$ cat src/design/ringPkg.sv
// Shared ring definitions
// Field widths, message kinds and the egress choice
// Ring message layout used on both ring channels
`default_nettype none

package ringPkg;

    //========================================
    // Widths
    //========================================
    parameter int CoreIdWidth    = 8;  // Core number
    parameter int ThreadIdWidth  = 2;  // Thread inside a core
    parameter int RequestorWidth = CoreIdWidth + ThreadIdWidth;  // Core above thread
    parameter int AddrWidth      = 32;
    parameter int DataWidth      = 32;

    //========================================
    // Message kinds
    //========================================
    typedef enum logic [1:0] {
        Rd      = 2'b00,  // Read request
        Wr      = 2'b01,  // Write request
        WrBcast = 2'b10,  // Write seen by every core
        RdRsp   = 2'b11   // Read data coming back
    } opcode_t;

    // Egress choice per cycle
    typedef enum logic [1:0] {
        BubbleOut   = 2'b00,  // Empty slot
        RingInput   = 2'b01,  // Traffic already on the ring
        LocalInsert = 2'b10   // Head of the local queue
    } egressSel_t;

    //========================================
    // Ring message, 76 bits
    //========================================
    // Top CoreIdWidth bits of address name the target core of a request
    typedef struct packed {
        logic [RequestorWidth-1:0] requestor;  // {core, thread}
        opcode_t                   opcode;
        logic [AddrWidth-1:0]      address;
        logic [DataWidth-1:0]      data;
    } ringMsg_t;

endpackage : ringPkg

`default_nettype wire
$ cat src/design/ringCtrl.sv
// Ring controller top level
// Request and response ingress stages
// Local queues and egress stages for both ring channels
`default_nettype none

module ringCtrl #(
    parameter int QueueDepth = 4,
    parameter int VentLimit  = 3
) (
    input  wire logic                                QClk,
    input  wire logic                                reset,
    input  wire logic [ringPkg::CoreIdWidth-1:0]     coreId,
    // Ring inputs
    input  wire logic                                reqInValid,
    input  wire ringPkg::ringMsg_t                   reqInMsg,
    input  wire logic                                rspInValid,
    input  wire ringPkg::ringMsg_t                   rspInMsg,
    // Ring outputs
    output logic                                     reqOutValid,
    output ringPkg::ringMsg_t                        reqOutMsg,
    output logic                                     rspOutValid,
    output ringPkg::ringMsg_t                        rspOutMsg,
    // Core requests toward the ring
    input  wire logic                                coreReqValid,
    input  wire ringPkg::opcode_t                    coreReqOpcode,
    input  wire logic [ringPkg::AddrWidth-1:0]       coreReqAddress,
    input  wire logic [ringPkg::DataWidth-1:0]       coreReqData,
    input  wire logic [ringPkg::ThreadIdWidth-1:0]   coreReqThread,
    output logic                                     coreReqStall,
    // Core responses toward the ring
    input  wire logic                                coreRspValid,
    input  wire ringPkg::ringMsg_t                   coreRspMsg,
    output logic                                     coreRspStall,
    // Ring requests delivered to the core
    output logic                                     coreInReqValid,
    output ringPkg::opcode_t                         coreInReqOpcode,
    output logic [ringPkg::AddrWidth-1:0]            coreInReqAddress,
    output logic [ringPkg::DataWidth-1:0]            coreInReqData,
    // Ring responses returned to the core
    output logic                                     coreInRspValid,
    output ringPkg::opcode_t                         coreInRspOpcode,
    output logic [ringPkg::DataWidth-1:0]            coreInRspData,
    output logic [ringPkg::ThreadIdWidth-1:0]        coreInRspThread
);

    logic              reqFwdValid;  // Request ring pass-through
    ringPkg::ringMsg_t reqFwdMsg;
    logic              rspFwdValid;  // Response ring pass-through
    ringPkg::ringMsg_t rspFwdMsg;
    ringPkg::ringMsg_t coreReqMsg;   // Core request as a ring message
    logic              reqHeadValid;
    ringPkg::ringMsg_t reqHeadMsg;
    logic              reqPop;
    logic              rspHeadValid;
    ringPkg::ringMsg_t rspHeadMsg;
    logic              rspPop;

    // Requestor is this core plus the issuing thread
    always_comb begin
        coreReqMsg.requestor = {coreId, coreReqThread};
        coreReqMsg.opcode    = coreReqOpcode;
        coreReqMsg.address   = coreReqAddress;
        coreReqMsg.data      = coreReqData;
    end

    //========================================
    // Request channel
    //========================================
    reqIngress u_reqIngress (
        .QClk             (QClk),
        .reset            (reset),
        .coreId           (coreId),
        .reqInValid       (reqInValid),
        .reqInMsg         (reqInMsg),
        .fwdValid         (reqFwdValid),
        .fwdMsg           (reqFwdMsg),
        .coreInReqValid   (coreInReqValid),
        .coreInReqOpcode  (coreInReqOpcode),
        .coreInReqAddress (coreInReqAddress),
        .coreInReqData    (coreInReqData)
    );

    localQueue #(.QueueDepth(QueueDepth)) reqQueue (
        .QClk      (QClk),
        .reset     (reset),
        .push      (coreReqValid),
        .pushMsg   (coreReqMsg),
        .pop       (reqPop),
        .headValid (reqHeadValid),
        .headMsg   (reqHeadMsg),
        .full      (coreReqStall)  // Full queue holds the core
    );

    ringEgress #(.VentLimit(VentLimit)) reqEgress (
        .QClk      (QClk),
        .reset     (reset),
        .fwdValid  (reqFwdValid),
        .fwdMsg    (reqFwdMsg),
        .headValid (reqHeadValid),
        .headMsg   (reqHeadMsg),
        .pop       (reqPop),
        .outValid  (reqOutValid),
        .outMsg    (reqOutMsg)
    );

    //========================================
    // Response channel
    //========================================
    rspIngress u_rspIngress (
        .QClk            (QClk),
        .reset           (reset),
        .coreId          (coreId),
        .rspInValid      (rspInValid),
        .rspInMsg        (rspInMsg),
        .fwdValid        (rspFwdValid),
        .fwdMsg          (rspFwdMsg),
        .coreInRspValid  (coreInRspValid),
        .coreInRspOpcode (coreInRspOpcode),
        .coreInRspData   (coreInRspData),
        .coreInRspThread (coreInRspThread)
    );

    localQueue #(.QueueDepth(QueueDepth)) rspQueue (
        .QClk      (QClk),
        .reset     (reset),
        .push      (coreRspValid),
        .pushMsg   (coreRspMsg),   // Core supplies its own requestor
        .pop       (rspPop),
        .headValid (rspHeadValid),
        .headMsg   (rspHeadMsg),
        .full      (coreRspStall)
    );

    ringEgress #(.VentLimit(VentLimit)) rspEgress (
        .QClk      (QClk),
        .reset     (reset),
        .fwdValid  (rspFwdValid),
        .fwdMsg    (rspFwdMsg),
        .headValid (rspHeadValid),
        .headMsg   (rspHeadMsg),
        .pop       (rspPop),
        .outValid  (rspOutValid),
        .outMsg    (rspOutMsg)
    );

endmodule : ringCtrl

`default_nettype wire

$ cat src/design/ringEgress.sv
// Ring egress stage
// Slot choice between forward, ventilation bubble and local insertion
// Ventilation counter and the ring output register
`default_nettype none

module ringEgress #(
    parameter int VentLimit = 3
) (
    input  wire logic              QClk,
    input  wire logic              reset,
    input  wire logic              fwdValid,   // Ring traffic to pass on
    input  wire ringPkg::ringMsg_t fwdMsg,
    input  wire logic              headValid,  // Local queue not empty
    input  wire ringPkg::ringMsg_t headMsg,
    output logic                   pop,        // Head taken this cycle
    output logic                   outValid,
    output ringPkg::ringMsg_t      outMsg
);

    localparam int CountWidth = $clog2(VentLimit + 1);

    ringPkg::egressSel_t   sel;
    logic [CountWidth-1:0] ventCount;  // Consecutive insertions
    logic                  ventDue;

    assign ventDue = (ventCount == CountWidth'(VentLimit));

    //========================================
    // Slot choice
    //========================================
    // Ring traffic first, then ventilation, then local queue
    always_comb begin
        if (fwdValid) begin
            sel = ringPkg::RingInput;
        end else if (ventDue) begin
            sel = ringPkg::BubbleOut;   // Forced empty slot
        end else if (headValid) begin
            sel = ringPkg::LocalInsert;
        end else begin
            sel = ringPkg::BubbleOut;   // Nothing to send
        end
    end

    assign pop = (sel == ringPkg::LocalInsert);

    //========================================
    // Ventilation counter
    //========================================
    // Never passes VentLimit, insertion is blocked once it gets there
    always_ff @(posedge QClk) begin
        if (reset) begin
            ventCount <= '0;
        end else begin
            case (sel)
                ringPkg::LocalInsert: ventCount <= ventCount + 1'b1;
                ringPkg::BubbleOut:   ventCount <= '0;
                default:              ventCount <= ventCount;  // Forward holds
            endcase
        end
    end

    //========================================
    // Ring output register
    //========================================
    always_ff @(posedge QClk) begin
        if (reset) begin
            outValid <= 1'b0;
        end else begin
            outValid <= (sel != ringPkg::BubbleOut);
        end
    end

    always_ff @(posedge QClk) begin
        case (sel)
            ringPkg::RingInput:   outMsg <= fwdMsg;
            ringPkg::LocalInsert: outMsg <= headMsg;
            default:              outMsg <= '0;  // Bubble goes out zeroed
        endcase
    end

endmodule : ringEgress

`default_nettype wire

$ cat src/design/rspIngress.sv
// Response ring ingress stage
// Input register and requestor match
// Returns own responses to the core with their thread, forwards the rest
`default_nettype none

module rspIngress (
    input  wire logic                                QClk,
    input  wire logic                                reset,
    input  wire logic [ringPkg::CoreIdWidth-1:0]     coreId,
    input  wire logic                                rspInValid,
    input  wire ringPkg::ringMsg_t                   rspInMsg,
    output logic                                     fwdValid,
    output ringPkg::ringMsg_t                        fwdMsg,
    output logic                                     coreInRspValid,
    output ringPkg::opcode_t                         coreInRspOpcode,
    output logic [ringPkg::DataWidth-1:0]            coreInRspData,
    output logic [ringPkg::ThreadIdWidth-1:0]       coreInRspThread
);

    logic              inValid;  // Registered ring input
    ringPkg::ringMsg_t inMsg;
    logic              match;    // Response belongs to this core

    // Ring input register
    always_ff @(posedge QClk) begin
        if (reset) begin
            inValid <= 1'b0;
        end else begin
            inValid <= rspInValid;
        end
    end

    always_ff @(posedge QClk) begin
        inMsg <= rspInMsg;
    end

    assign match = (inMsg.requestor[ringPkg::RequestorWidth-1 -: ringPkg::CoreIdWidth] == coreId);

    assign fwdValid = inValid && !match;  // Someone else's response
    assign fwdMsg   = inMsg;

    //========================================
    // Delivery register toward the core
    //========================================
    always_ff @(posedge QClk) begin
        if (reset) begin
            coreInRspValid <= 1'b0;
        end else begin
            coreInRspValid <= inValid && match;
        end
    end

    always_ff @(posedge QClk) begin
        coreInRspOpcode <= inMsg.opcode;
        coreInRspData   <= inMsg.data;
        coreInRspThread <= inMsg.requestor[ringPkg::ThreadIdWidth-1:0];  // Low bits
    end

endmodule : rspIngress

`default_nettype wire

$ cat src/design/reqIngress.sv
// Request ring ingress stage
// Input register, target match and broadcast removal
// Forward candidate after one cycle, core delivery after two
`default_nettype none

module reqIngress (
    input  wire logic                                QClk,
    input  wire logic                                reset,
    input  wire logic [ringPkg::CoreIdWidth-1:0]     coreId,
    input  wire logic                                reqInValid,
    input  wire ringPkg::ringMsg_t                   reqInMsg,
    output logic                                     fwdValid,
    output ringPkg::ringMsg_t                        fwdMsg,
    output logic                                     coreInReqValid,
    output ringPkg::opcode_t                         coreInReqOpcode,
    output logic [ringPkg::AddrWidth-1:0]            coreInReqAddress,
    output logic [ringPkg::DataWidth-1:0]            coreInReqData
);

    logic                            inValid;   // Registered ring input
    ringPkg::ringMsg_t               inMsg;
    logic [ringPkg::CoreIdWidth-1:0] targetCore;
    logic [ringPkg::CoreIdWidth-1:0] srcCore;
    logic                            forMe;
    logic                            isBcast;
    logic                            ownBcast;  // Came all the way around
    logic                            deliver;

    //========================================
    // Ring input register
    //========================================
    always_ff @(posedge QClk) begin
        if (reset) begin
            inValid <= 1'b0;
        end else begin
            inValid <= reqInValid;
        end
    end

    always_ff @(posedge QClk) begin
        inMsg <= reqInMsg;  // Payload, no reset
    end

    //========================================
    // Request rule
    //========================================
    assign targetCore = inMsg.address[ringPkg::AddrWidth-1 -: ringPkg::CoreIdWidth];
    assign srcCore    = inMsg.requestor[ringPkg::RequestorWidth-1 -: ringPkg::CoreIdWidth];
    assign forMe      = (targetCore == coreId);
    assign isBcast    = (inMsg.opcode == ringPkg::WrBcast);
    assign ownBcast   = isBcast && (srcCore == coreId);

    // Broadcast from another core goes both ways
    assign deliver  = inValid && ((forMe && !isBcast) || (isBcast && !ownBcast));
    assign fwdValid = inValid && !ownBcast && (isBcast || !forMe);
    assign fwdMsg   = inMsg;

    //========================================
    // Delivery register toward the core
    //========================================
    always_ff @(posedge QClk) begin
        if (reset) begin
            coreInReqValid <= 1'b0;
        end else begin
            coreInReqValid <= deliver;
        end
    end

    always_ff @(posedge QClk) begin
        coreInReqOpcode  <= inMsg.opcode;
        coreInReqAddress <= inMsg.address;
        coreInReqData    <= inMsg.data;
    end

endmodule : reqIngress

`default_nettype wire

$ cat src/design/localQueue.sv
// Local message queue
// Circular FIFO of ring messages waiting for a free ring slot
`default_nettype none

module localQueue #(
    parameter int QueueDepth = 4
) (
    input  wire logic             QClk,
    input  wire logic             reset,
    input  wire logic             push,      // One message from the core
    input  wire ringPkg::ringMsg_t pushMsg,
    input  wire logic             pop,       // Egress took the head
    output logic                  headValid,
    output ringPkg::ringMsg_t     headMsg,
    output logic                  full       // Stall level toward the core
);

    localparam int PtrWidth   = (QueueDepth > 1) ? $clog2(QueueDepth) : 1;
    localparam int CountWidth = $clog2(QueueDepth + 1);

    ringPkg::ringMsg_t     mem [QueueDepth];  // Payload storage
    logic [PtrWidth-1:0]   wrPtr;
    logic [PtrWidth-1:0]   rdPtr;
    logic [CountWidth-1:0] count;             // Occupancy
    logic                  wrEn;
    logic                  rdEn;

    // Push into a full queue is dropped
    assign wrEn = push && !full;
    assign rdEn = pop && headValid;

    assign headValid = (count != '0);
    assign full      = (count == CountWidth'(QueueDepth));
    assign headMsg   = mem[rdPtr];  // Head shown without delay

    // Pointers and occupancy
    always_ff @(posedge QClk) begin
        if (reset) begin
            wrPtr <= '0;
            rdPtr <= '0;
            count <= '0;
        end else begin
            if (wrEn) begin
                wrPtr <= (wrPtr == PtrWidth'(QueueDepth - 1)) ? '0 : wrPtr + 1'b1;  // Wrap
            end
            if (rdEn) begin
                rdPtr <= (rdPtr == PtrWidth'(QueueDepth - 1)) ? '0 : rdPtr + 1'b1;
            end
            case ({wrEn, rdEn})
                2'b10:   count <= count + 1'b1;
                2'b01:   count <= count - 1'b1;
                default: count <= count;  // Both or neither
            endcase
        end
    end

    // Storage write
    always_ff @(posedge QClk) begin
        if (wrEn) begin
            mem[wrPtr] <= pushMsg;
        end
    end

endmodule : localQueue

`default_nettype wire

$ cat config.mk
export PLATFORM = sky130hd
export DESIGN_NAME = ringCtrl
export DESIGN_NICKNAME = d
export VERILOG_FILES = /design/src/design/ringPkg.sv /design/src/design/ringCtrl.sv /design/src/design/ringEgress.sv /design/src/design/rspIngress.sv /design/src/design/reqIngress.sv /design/src/design/localQueue.sv
export SDC_FILE = /design/constraint.sdc
export NUM_CORES = 1
export LEC_CHECK = 0
export BUFFER_PORTS_ARGS = -buffer_cell sky130_fd_sc_hd__buf_4
export CAP_MARGIN = 20
export CELL_PAD_IN_SITES_DETAIL_PLACEMENT = 2
export CELL_PAD_IN_SITES_GLOBAL_PLACEMENT = 2
export CORE_MARGIN = 1
export CORE_UTILIZATION = 41
export DETAILED_ROUTE_END_ITERATION = 8
export PLACE_DENSITY_LB_ADDON = 0.05
export SYNTH_ARGS = -nofsm -noshare
export SYNTH_HDL_FRONTEND = slang
export SYNTH_SLANG_ARGS = --single-unit
$ cat constraint.sdc
create_clock -name QClk -period 3.5 [get_ports QClk]
set_clock_uncertainty 0.05 [all_clocks]
set_input_delay 0.7 -clock QClk [delete_from_list [all_inputs] [get_ports QClk]]
set_output_delay 0.7 -clock QClk [all_outputs]
set_load 0.01 [all_outputs]
### Word-level counts from Yosys, hierarchy flattened

Memory sizes are Yosys's and may differ from the RTL's. A register that Yosys moved wholly into a read port is not among the register bits.
Index checks and enable logic that the tools add are counted.

| storage, ports and cells | value |
|---|---|
| memory bits (read-only) | 0 |
| latch bits | 0 |
| input bits | 310 |
| memories | 2 |
| logic and storage cells | 122 |
| output and inout port bits | 260 |
| RAM bits | 608 |
| bits in registers | 430 |

Memory list:

| memory | depth | width | read ports | clocked after memory_dff | wr ports | line | source |
|---|---|---|---|---|---|---|---|
| reqQueue.mem | 4 | 76 | 1 | 1 | 1 | localQueue.sv:21 | `ringPkg::ringMsg_t mem [QueueDepth];` |
| rspQueue.mem | 4 | 76 | 1 | 1 | 1 | localQueue.sv:21 |  |

| operators by class | value |
|---|---|
| bitwise operators | 0 |
| equal/unequal tests | 20 |
| shift operators | 0 |
| mux-type cells | 24 |
| $mul | 0 |
| add/sub/neg operators | 10 |
| magnitude comparators | 0 |
| divide/modulo/power cells | 0 |
| reduce and logical (&&, ||, !) cells | 30 |

Operators by type and width:

| cell | number |
|---|---|
| one-hot mux 76 bit (2 select lines) | 2 |
| two-way mux 2 bit | 14 |
| == test 8 bit | 3 |
| == test 2 bit, second input constant | 11 |
| adder 2 x 1 -> 2 bit, second input constant | 6 |
| logical AND 1 bit | 12 |
| one-hot mux 3 bit (2 select lines) | 2 |
| nonzero test 2 bit | 6 |
| == test 2 x 1 -> 1 bit, second input constant | 4 |
| one-hot mux 2 bit (2 select lines) | 2 |
| adder 3 x 1 -> 3 bit, second input constant | 2 |
| == test 3 bit, second input constant | 2 |
| logical NOT 1 bit | 6 |
| nonzero test 3 bit | 2 |
| subtractor 3 x 1 -> 3 bit, second input constant | 2 |
| logical NOT 2 bit | 2 |
| two-way mux 1 bit | 4 |
| logical OR 1 bit | 2 |

### Longest topological paths before layout

| logic depth | value |
|---|---|
| word-level depth | 10 |
| mapped depth | 11 |
| depth with buffers taken out | 11 |

### By module

From an unflattened synthesis, not the netlist that was laid out.

| second synthesis, totals | value |
|---|---|
| cell total of the unflattened synthesis | 1885 |
| area, all modules | 34352.9 um^2 |

Modules (own cells, without submodules):

| module | seq. area each (um^2) | instances | cells an instance | area an instance (um^2) |
|---|---|---|---|---|
| localQueue | 9308.9 | 2 | 451 | 11513.5 |
| ringEgress | 1581.5 | 2 | 343 | 2909.0 |
| reqIngress | 2882.8 | 1 | 170 | 3119.2 |
| rspIngress | 2282.2 | 1 | 127 | 2388.5 |

### Worst setup path before layout

Ideal clock, no wire load.

| timing | value |
|---|---|
| path kind | input to register |
| start point | input port coreReqValid |
| end point | memory reqQueue.mem[3][0] (netlist name) (enable) |
| arrival | 2.760 ns |
| data required time | 3.007 ns |
| buffers on the path | 0 |
| setup time | 0.443 ns |
| cell stages on the path | 2 |
| slack | 0.248 ns |
| path through | nor2b_1 > and2_1 |

| on the way | value |
|---|---|
| word-level cells in the longest chain between the ends | 3 |

RTL lines:

| what | line | source |
|---|---|---|
| start, declared | ringCtrl.sv:24 | `input wire logic coreReqValid,` |
| logical AND 1 bit | localQueue.sv:29 | `assign wrEn = push && !full;` |
| two-way mux 1 bit | localQueue.sv:59 | `if (wrEn) begin` |
| two-way mux 1 bit (implied by the code) | localQueue.sv:60 | `mem[wrPtr] <= pushMsg;` |
| end, declared | localQueue.sv:21 |  |

No other way between the ends.

### Worst setup path in the final report

| timing | value |
|---|---|
| start point | register u_reqIngress.inMsg (netlist bit u_reqIngress.fwdMsg[65]) |
| end point | register reqQueue.count[2] |

| on the way | value |
|---|---|
| word-level cells in the longest chain between the ends | 10 |
| elaborated cells on any way between the ends | 13 |
| classes of those cells | eq/ne: 4; mux: 2; reduce/logical: 7 |

RTL lines:

| what | line | source |
|---|---|---|
| start, declared | reqIngress.sv:21 | `ringPkg::ringMsg_t inMsg;` |
| start signal, assigned | reqIngress.sv:41 | `inMsg <= reqInMsg;` |
| == test 2 bit (*) | reqIngress.sv:50 | `assign isBcast = (inMsg.opcode == ringPkg::WrBcast);` |
| logical AND 1 bit | reqIngress.sv:51 | `assign ownBcast = isBcast && (srcCore == coreId);` |
| logical NOT 1 bit | reqIngress.sv:55 | `assign fwdValid = inValid && !ownBcast && (isBcast \|\| !forMe);` |
| logical AND 1 bit | reqIngress.sv:55 |  |
| logical AND 1 bit (*) | reqIngress.sv:55 |  |
| two-way mux 2 bit (*) | ringEgress.sv:33 | `if (fwdValid) begin` |
| == test 2 bit (*) | ringEgress.sv:44 | `assign pop = (sel == ringPkg::LocalInsert);` |
| logical AND 1 bit (*) | localQueue.sv:30 | `assign rdEn = pop && headValid;` |
| named net reqQueue.rdEn | localQueue.sv:26 | `logic rdEn;` |
| == test 2 x 1 -> 1 bit or == test 2 bit (tied branches) | localQueue.sv:49 | `case ({wrEn, rdEn})` |
| one-hot mux 3 bit (2 select lines) or nonzero test 2 bit (tied branches) | n/a |  |
| end signal, assigned | localQueue.sv:50 | `2'b10: count <= count + 1'b1;` |
| end signal, assigned | localQueue.sv:51 | `2'b01: count <= count - 1'b1;` |
| end signal, assigned | localQueue.sv:52 | `default: count <= count;` |
| end, declared | localQueue.sv:24 | `logic [CountWidth-1:0] count;` |

The timed path passes the listed nets; every way through them passes the cells marked *.
A chain may end at the register's enable or synchronous reset.

==> metrics.log <==
INFO  metric outcome = complete, no violations
INFO  metric yosys_warnings = 0
INFO  metric grt_pass1_wl = 126 mm
INFO  metric ys_seq_area_share = 79.9%
INFO  metric final-max-slew-violation-count = 0
INFO  metric maximum_number_of_buffers_from_clock_root_to_sink = 3
INFO  metric clk_root_buffer_cell = sky130_fd_sc_hd__clkbuf_16
INFO  metric initialDrtViolationCount = 713
INFO  metric post_synth_edffs = 608
INFO  metric clkSinkCount = 1042
INFO  metric buffer_ports.inserted = 569
INFO  metric tightest_slew = 1030 ps
INFO  metric post-layout-total-power = 0.0343 W
INFO  metric postSynth.asyncResetShare = 0%
INFO  metric num_rows = 104
INFO  metric synthMuxAreaShare = 12.5%
INFO  metric synth_area_leaders = sky130_fd_sc_hd__edfxtp_1 54%, sky130_fd_sc_hd__dfxtp_1 26%, sky130_fd_sc_hd__mux4_2 10%, sky130_fd_sc_hd__mux2i_1 2.3%, sky130_fd_sc_hd__a22o_1 2.0%
INFO  metric synth_top_cell_area_share = 54.2%
INFO  metric critical_path.most_common_cell = sky130_fd_sc_hd__inv_1
INFO  metric post_route_ant_nets = 0
INFO  metric synthSimpleGateAreaFrac = 1.82%
INFO  metric synthAdderAreaFrac = 0.638%
INFO  metric hold_buffers = 0
INFO  metric detailedPlacementHpwl = 57.3 mm
INFO  metric post_route_cells_drive_above_1_share = 38.7%
INFO  metric synth_ff_type = sky130_fd_sc_hd__edfxtp_1
INFO  metric synth_largest_area_cell = sky130_fd_sc_hd__edfxtp_1
INFO  metric global_route.overflow_total = 0
INFO  metric rr_endpoint = reqQueue.count[2]$_SDFFE_PP0P_
INFO  metric maxCapViolations = 0
INFO  metric globalRouteMet2Util = 37.4%
INFO  metric design.portCount = 570
INFO  metric postCtsResizedCells = 0
INFO  metric drt_wl_total = 86.8 mm
INFO  metric dominant_combinational_cell_family_by_area_after_synthesis = multiplexers
INFO  metric vdd.ir_drop.worst = 0.551 mV
INFO  metric leakagePower = 16.4 nW
INFO  metric synth_area_in_compound_gates = 2.45%
INFO  metric post_synth_instance_area = 33700 sq um
INFO  metric die_height = 289 um
INFO  metric netlist-cell-type-count = 37
INFO  metric setup-tns-final = 0 ps
INFO  metric grtUsageMet3 = 5.73%
INFO  metric vias_per_cell = 4.94
INFO  metric grt_max_degree = 79
INFO  metric aggregate_global_route_resource_usage = 20.6%
INFO  metric timing.critical_path.from_type = flop
INFO  metric cp.buffers_inverters = 2
INFO  metric end_point_of_the_critical_path = reqQueue.count[2]$_SDFFE_PP0P_
INFO  metric die_w = 289 um
INFO  metric worst_hold_path_type = in -> reg
INFO  metric timing.max_slew.rel_slack = 31.2%
INFO  metric timing.critical_path.from = u_reqIngress.fwdMsg[65]$_DFF_P_
INFO  metric crit_type = reg -> reg
INFO  metric vias = 17425
INFO  metric setup_viol = 0
INFO  metric setup_repair_after_global_routing_missed_its_margin = false
INFO  metric critical_path.top_delay_family = simple AND/OR/NAND/NOR gates
INFO  metric initial_core_util = 41.7%
INFO  metric h-tree-depth = 3
INFO  metric worstSkewPairLatency = 670 ps
INFO  metric dr.pass1.iters = 4
INFO  metric cell_type_of_the_slowest_stage_on_the_worst_timing_path = sky130_fd_sc_hd__fa_1
INFO  metric grt_antenna_before_repair = 18
INFO  metric crit_chain = nor2b_1 -> nand4_1 -> o41ai_4 -> o21ai_0 -> inv_1 -> ha_1 -> inv_1 -> fa_1 -> xor2_1 -> or3_1 -> a21oi_1
INFO  metric reg2reg_slack = 650 ps
INFO  metric r2r_path_start = u_reqIngress.fwdMsg[65]$_DFF_P_
INFO  metric arrival = 3390 ps
INFO  metric die-area = 83400 sq um
INFO  metric post_synth_xor_area_fraction = 0.727%
INFO  metric hold_violations = 0
INFO  metric final.min_clock_period = 2850 ps
INFO  metric postSynthNetCount = 2043
INFO  metric achievable-frequency = 0.351 GHz
INFO  metric grt_most_used_layer = met2
INFO  metric tritoncts_clock_tree = yes
INFO  metric gp_congestion = 0.737
INFO  metric yosys_register_bits = 1042
INFO  metric floorplan.core_area = 80900 sq um
INFO  metric worstPathRequired = 4040 ps
INFO  metric first_global_vias = 19505
INFO  metric endpoint_kind = flop
INFO  metric routed_wl_per_cell = 24.6 um
INFO  metric clk_pin_slew = 60 ps
INFO  metric period_share = 81.3%
INFO  metric cp.depth = 11
INFO  metric globalRouteMet1Util = 23.3%
INFO  metric layout-area-overhead-vs-synth = 28.0%
INFO  metric path_max_fanout = 3
INFO  metric timing.critical_path.slowest_cell_delay = 370 ps
INFO  metric cts_setup_buffers = 0
INFO  metric number_of_buffers_inserted_during_clock_tree_synthesis = 107
INFO  metric power_density = 796 nW/um^2
INFO  metric fin_nets = 2686
INFO  metric drcViolationCount = 0
INFO  metric avgSynthCellArea = 19.6 sq um
INFO  metric post_synth_inst_count = 1717
INFO  metric timing.reg2reg.worst_path_depth = 11
cells in the mapped netlist (14+ instances only):
master,number
sky130_fd_sc_hd__a22o_1,76
sky130_fd_sc_hd__buf_2,26
sky130_fd_sc_hd__clkbuf_1,38
sky130_fd_sc_hd__dfxtp_1,434
sky130_fd_sc_hd__edfxtp_1,608
sky130_fd_sc_hd__ha_1,14
sky130_fd_sc_hd__inv_1,91
sky130_fd_sc_hd__mux2i_1,78
sky130_fd_sc_hd__mux4_2,152
sky130_fd_sc_hd__nand2_1,88
sky130_fd_sc_hd__xnor2_1,14
sky130_fd_sc_hd__xor2_1,14
where the power goes:
group          internal, W  total [W]  switching (W)
Combinational      0.00347    0.00719        0.00372
Sequential          0.0148     0.0157       0.000809
Clock              0.00676     0.0115        0.00475
Total               0.0251     0.0343        0.00928
flip-flops by register name, indices dropped and copies added, names as in the netlist, 3 cells and up, named ones only:
signal                         count
reqQueue.count                     3
rspQueue.mem                     304
u_rspIngress.fwdMsg               76
u_reqIngress.fwdMsg               76
reqQueue.mem                     304
u_rspIngress.coreInRspData        32
rspQueue.count                     3
rspEgress.outMsg                  76
reqEgress.outMsg                  76
u_reqIngress.coreInReqAddress     32
u_reqIngress.coreInReqData        32
worst min-delay path by stage:
stage | startpoint | endpoint | slack, ps | cells past startpoint
floorplan | u_reqIngress.fwdMsg[32]$_DFF_P_ | u_reqIngress.coreInReqAddress[0]$_DFF_P_ | 280 | 0
global placement | u_reqIngress.fwdMsg[40]$_DFF_P_ | u_reqIngress.coreInReqAddress[8]$_DFF_P_ | 290 | 0
detailed placement | u_reqIngress.fwdMsg[14]$_DFF_P_ | u_reqIngress.coreInReqData[14]$_DFF_P_ | 290 | 0
CTS | rspInMsg[15] | u_rspIngress.fwdMsg[15]$_DFF_P_ | 30 | 1
global route | rspInMsg[37] | u_rspIngress.fwdMsg[37]$_DFF_P_ | 40 | 1
finish | rspInMsg[51] | u_rspIngress.fwdMsg[51]$_DFF_P_ | 70 | 1
layout make-up:
| class | count | area, sq um |
|---|---|---|
| flip-flops and latches | 1042 | 27000 |
| well taps | 1060 | 1330 |
| multi-input cells | 515 | 6170 |
| inverters | 91 | 342 |
| clock buffers | 157 | 3170 |
| repair buffers | 603 | 4690 |
| diodes | 10 | 25.0 |
| fillers | 7021 | 37800 |
| clock inverters | 47 | 473 |
layout by cell type, fill, tap and decap left out, drive strengths merged, types with 2 or more instances in the layout:
| master | netlist | final |
|---|---|---|
| nor2 | 14 | 14 |
| buf | 31 | 603 |
| nor2b | 6 | 6 |
| mux2i | 78 | 78 |
| and3 | 2 | 2 |
| dfxtp | 434 | 434 |
| fa | 2 | 2 |
| clkinv | 0 | 36 |
| clkbuf | 38 | 157 |
| xnor2 | 14 | 14 |
| bufinv | 0 | 6 |
| and2 | 8 | 8 |
| nor3 | 5 | 5 |
| o21ai | 5 | 5 |
| inv | 91 | 96 |
| a21oi | 13 | 13 |
| or2 | 2 | 2 |
| nand4 | 4 | 4 |
| diode | 0 | 10 |
| nand2 | 88 | 88 |
| nand3 | 4 | 4 |
| mux4 | 152 | 152 |
| or3 | 5 | 5 |
| edfxtp | 608 | 608 |
| a22o | 76 | 76 |
| ha | 14 | 14 |
| xor2 | 14 | 14 |
metrics by stage:
step	cells	instance area, sq um	setup WS [ps]	hold slack, ps	util [%]
final	3525	43200	655	74.5	53.3
after global routing	3524	43200	454	38.4	53.3
after CTS	3515	43100	673	29.8	53.3
after detailed placement	3311	39500	318	289	48.8
after global placement	3311	39500	343	289	48.8
after floorplan	1717	33700	248	281	-
cell families (layout without fill, tap and decap cells):
| kind of cell | Yosys count | after routing |
|---|---|---|
| mux | 231 | 231 |
| buf+inv | 160 | 898 |
| xor+xnor | 28 | 28 |
| other cells | 0 | 10 |
| flops | 1042 | 1042 |
| fa+ha+maj | 16 | 16 |
| compound gates | 100 | 100 |
| simple gates | 140 | 140 |
metal layers:
metal	part of all wire, %	up-vias
met5	0.11	-
met4	2.4	14
met3	5.9	154
met2	55	421
met1	37	9023
li1	-	7813
worst reg2reg max path: stages, from the launching register on:
cell and delay [ps]:
sky130_fd_sc_hd__dfxtp_1 350, sky130_fd_sc_hd__nor2b_1 360, sky130_fd_sc_hd__nand4_1 250, sky130_fd_sc_hd__o41ai_4 300, sky130_fd_sc_hd__o21ai_0 170, sky130_fd_sc_hd__inv_1 80, sky130_fd_sc_hd__ha_1 180, sky130_fd_sc_hd__inv_1 60
sky130_fd_sc_hd__fa_1 370, sky130_fd_sc_hd__xor2_1 150, sky130_fd_sc_hd__or3_1 300, sky130_fd_sc_hd__a21oi_1 140
Note: power is estimated with default switching activity, not from simulation.
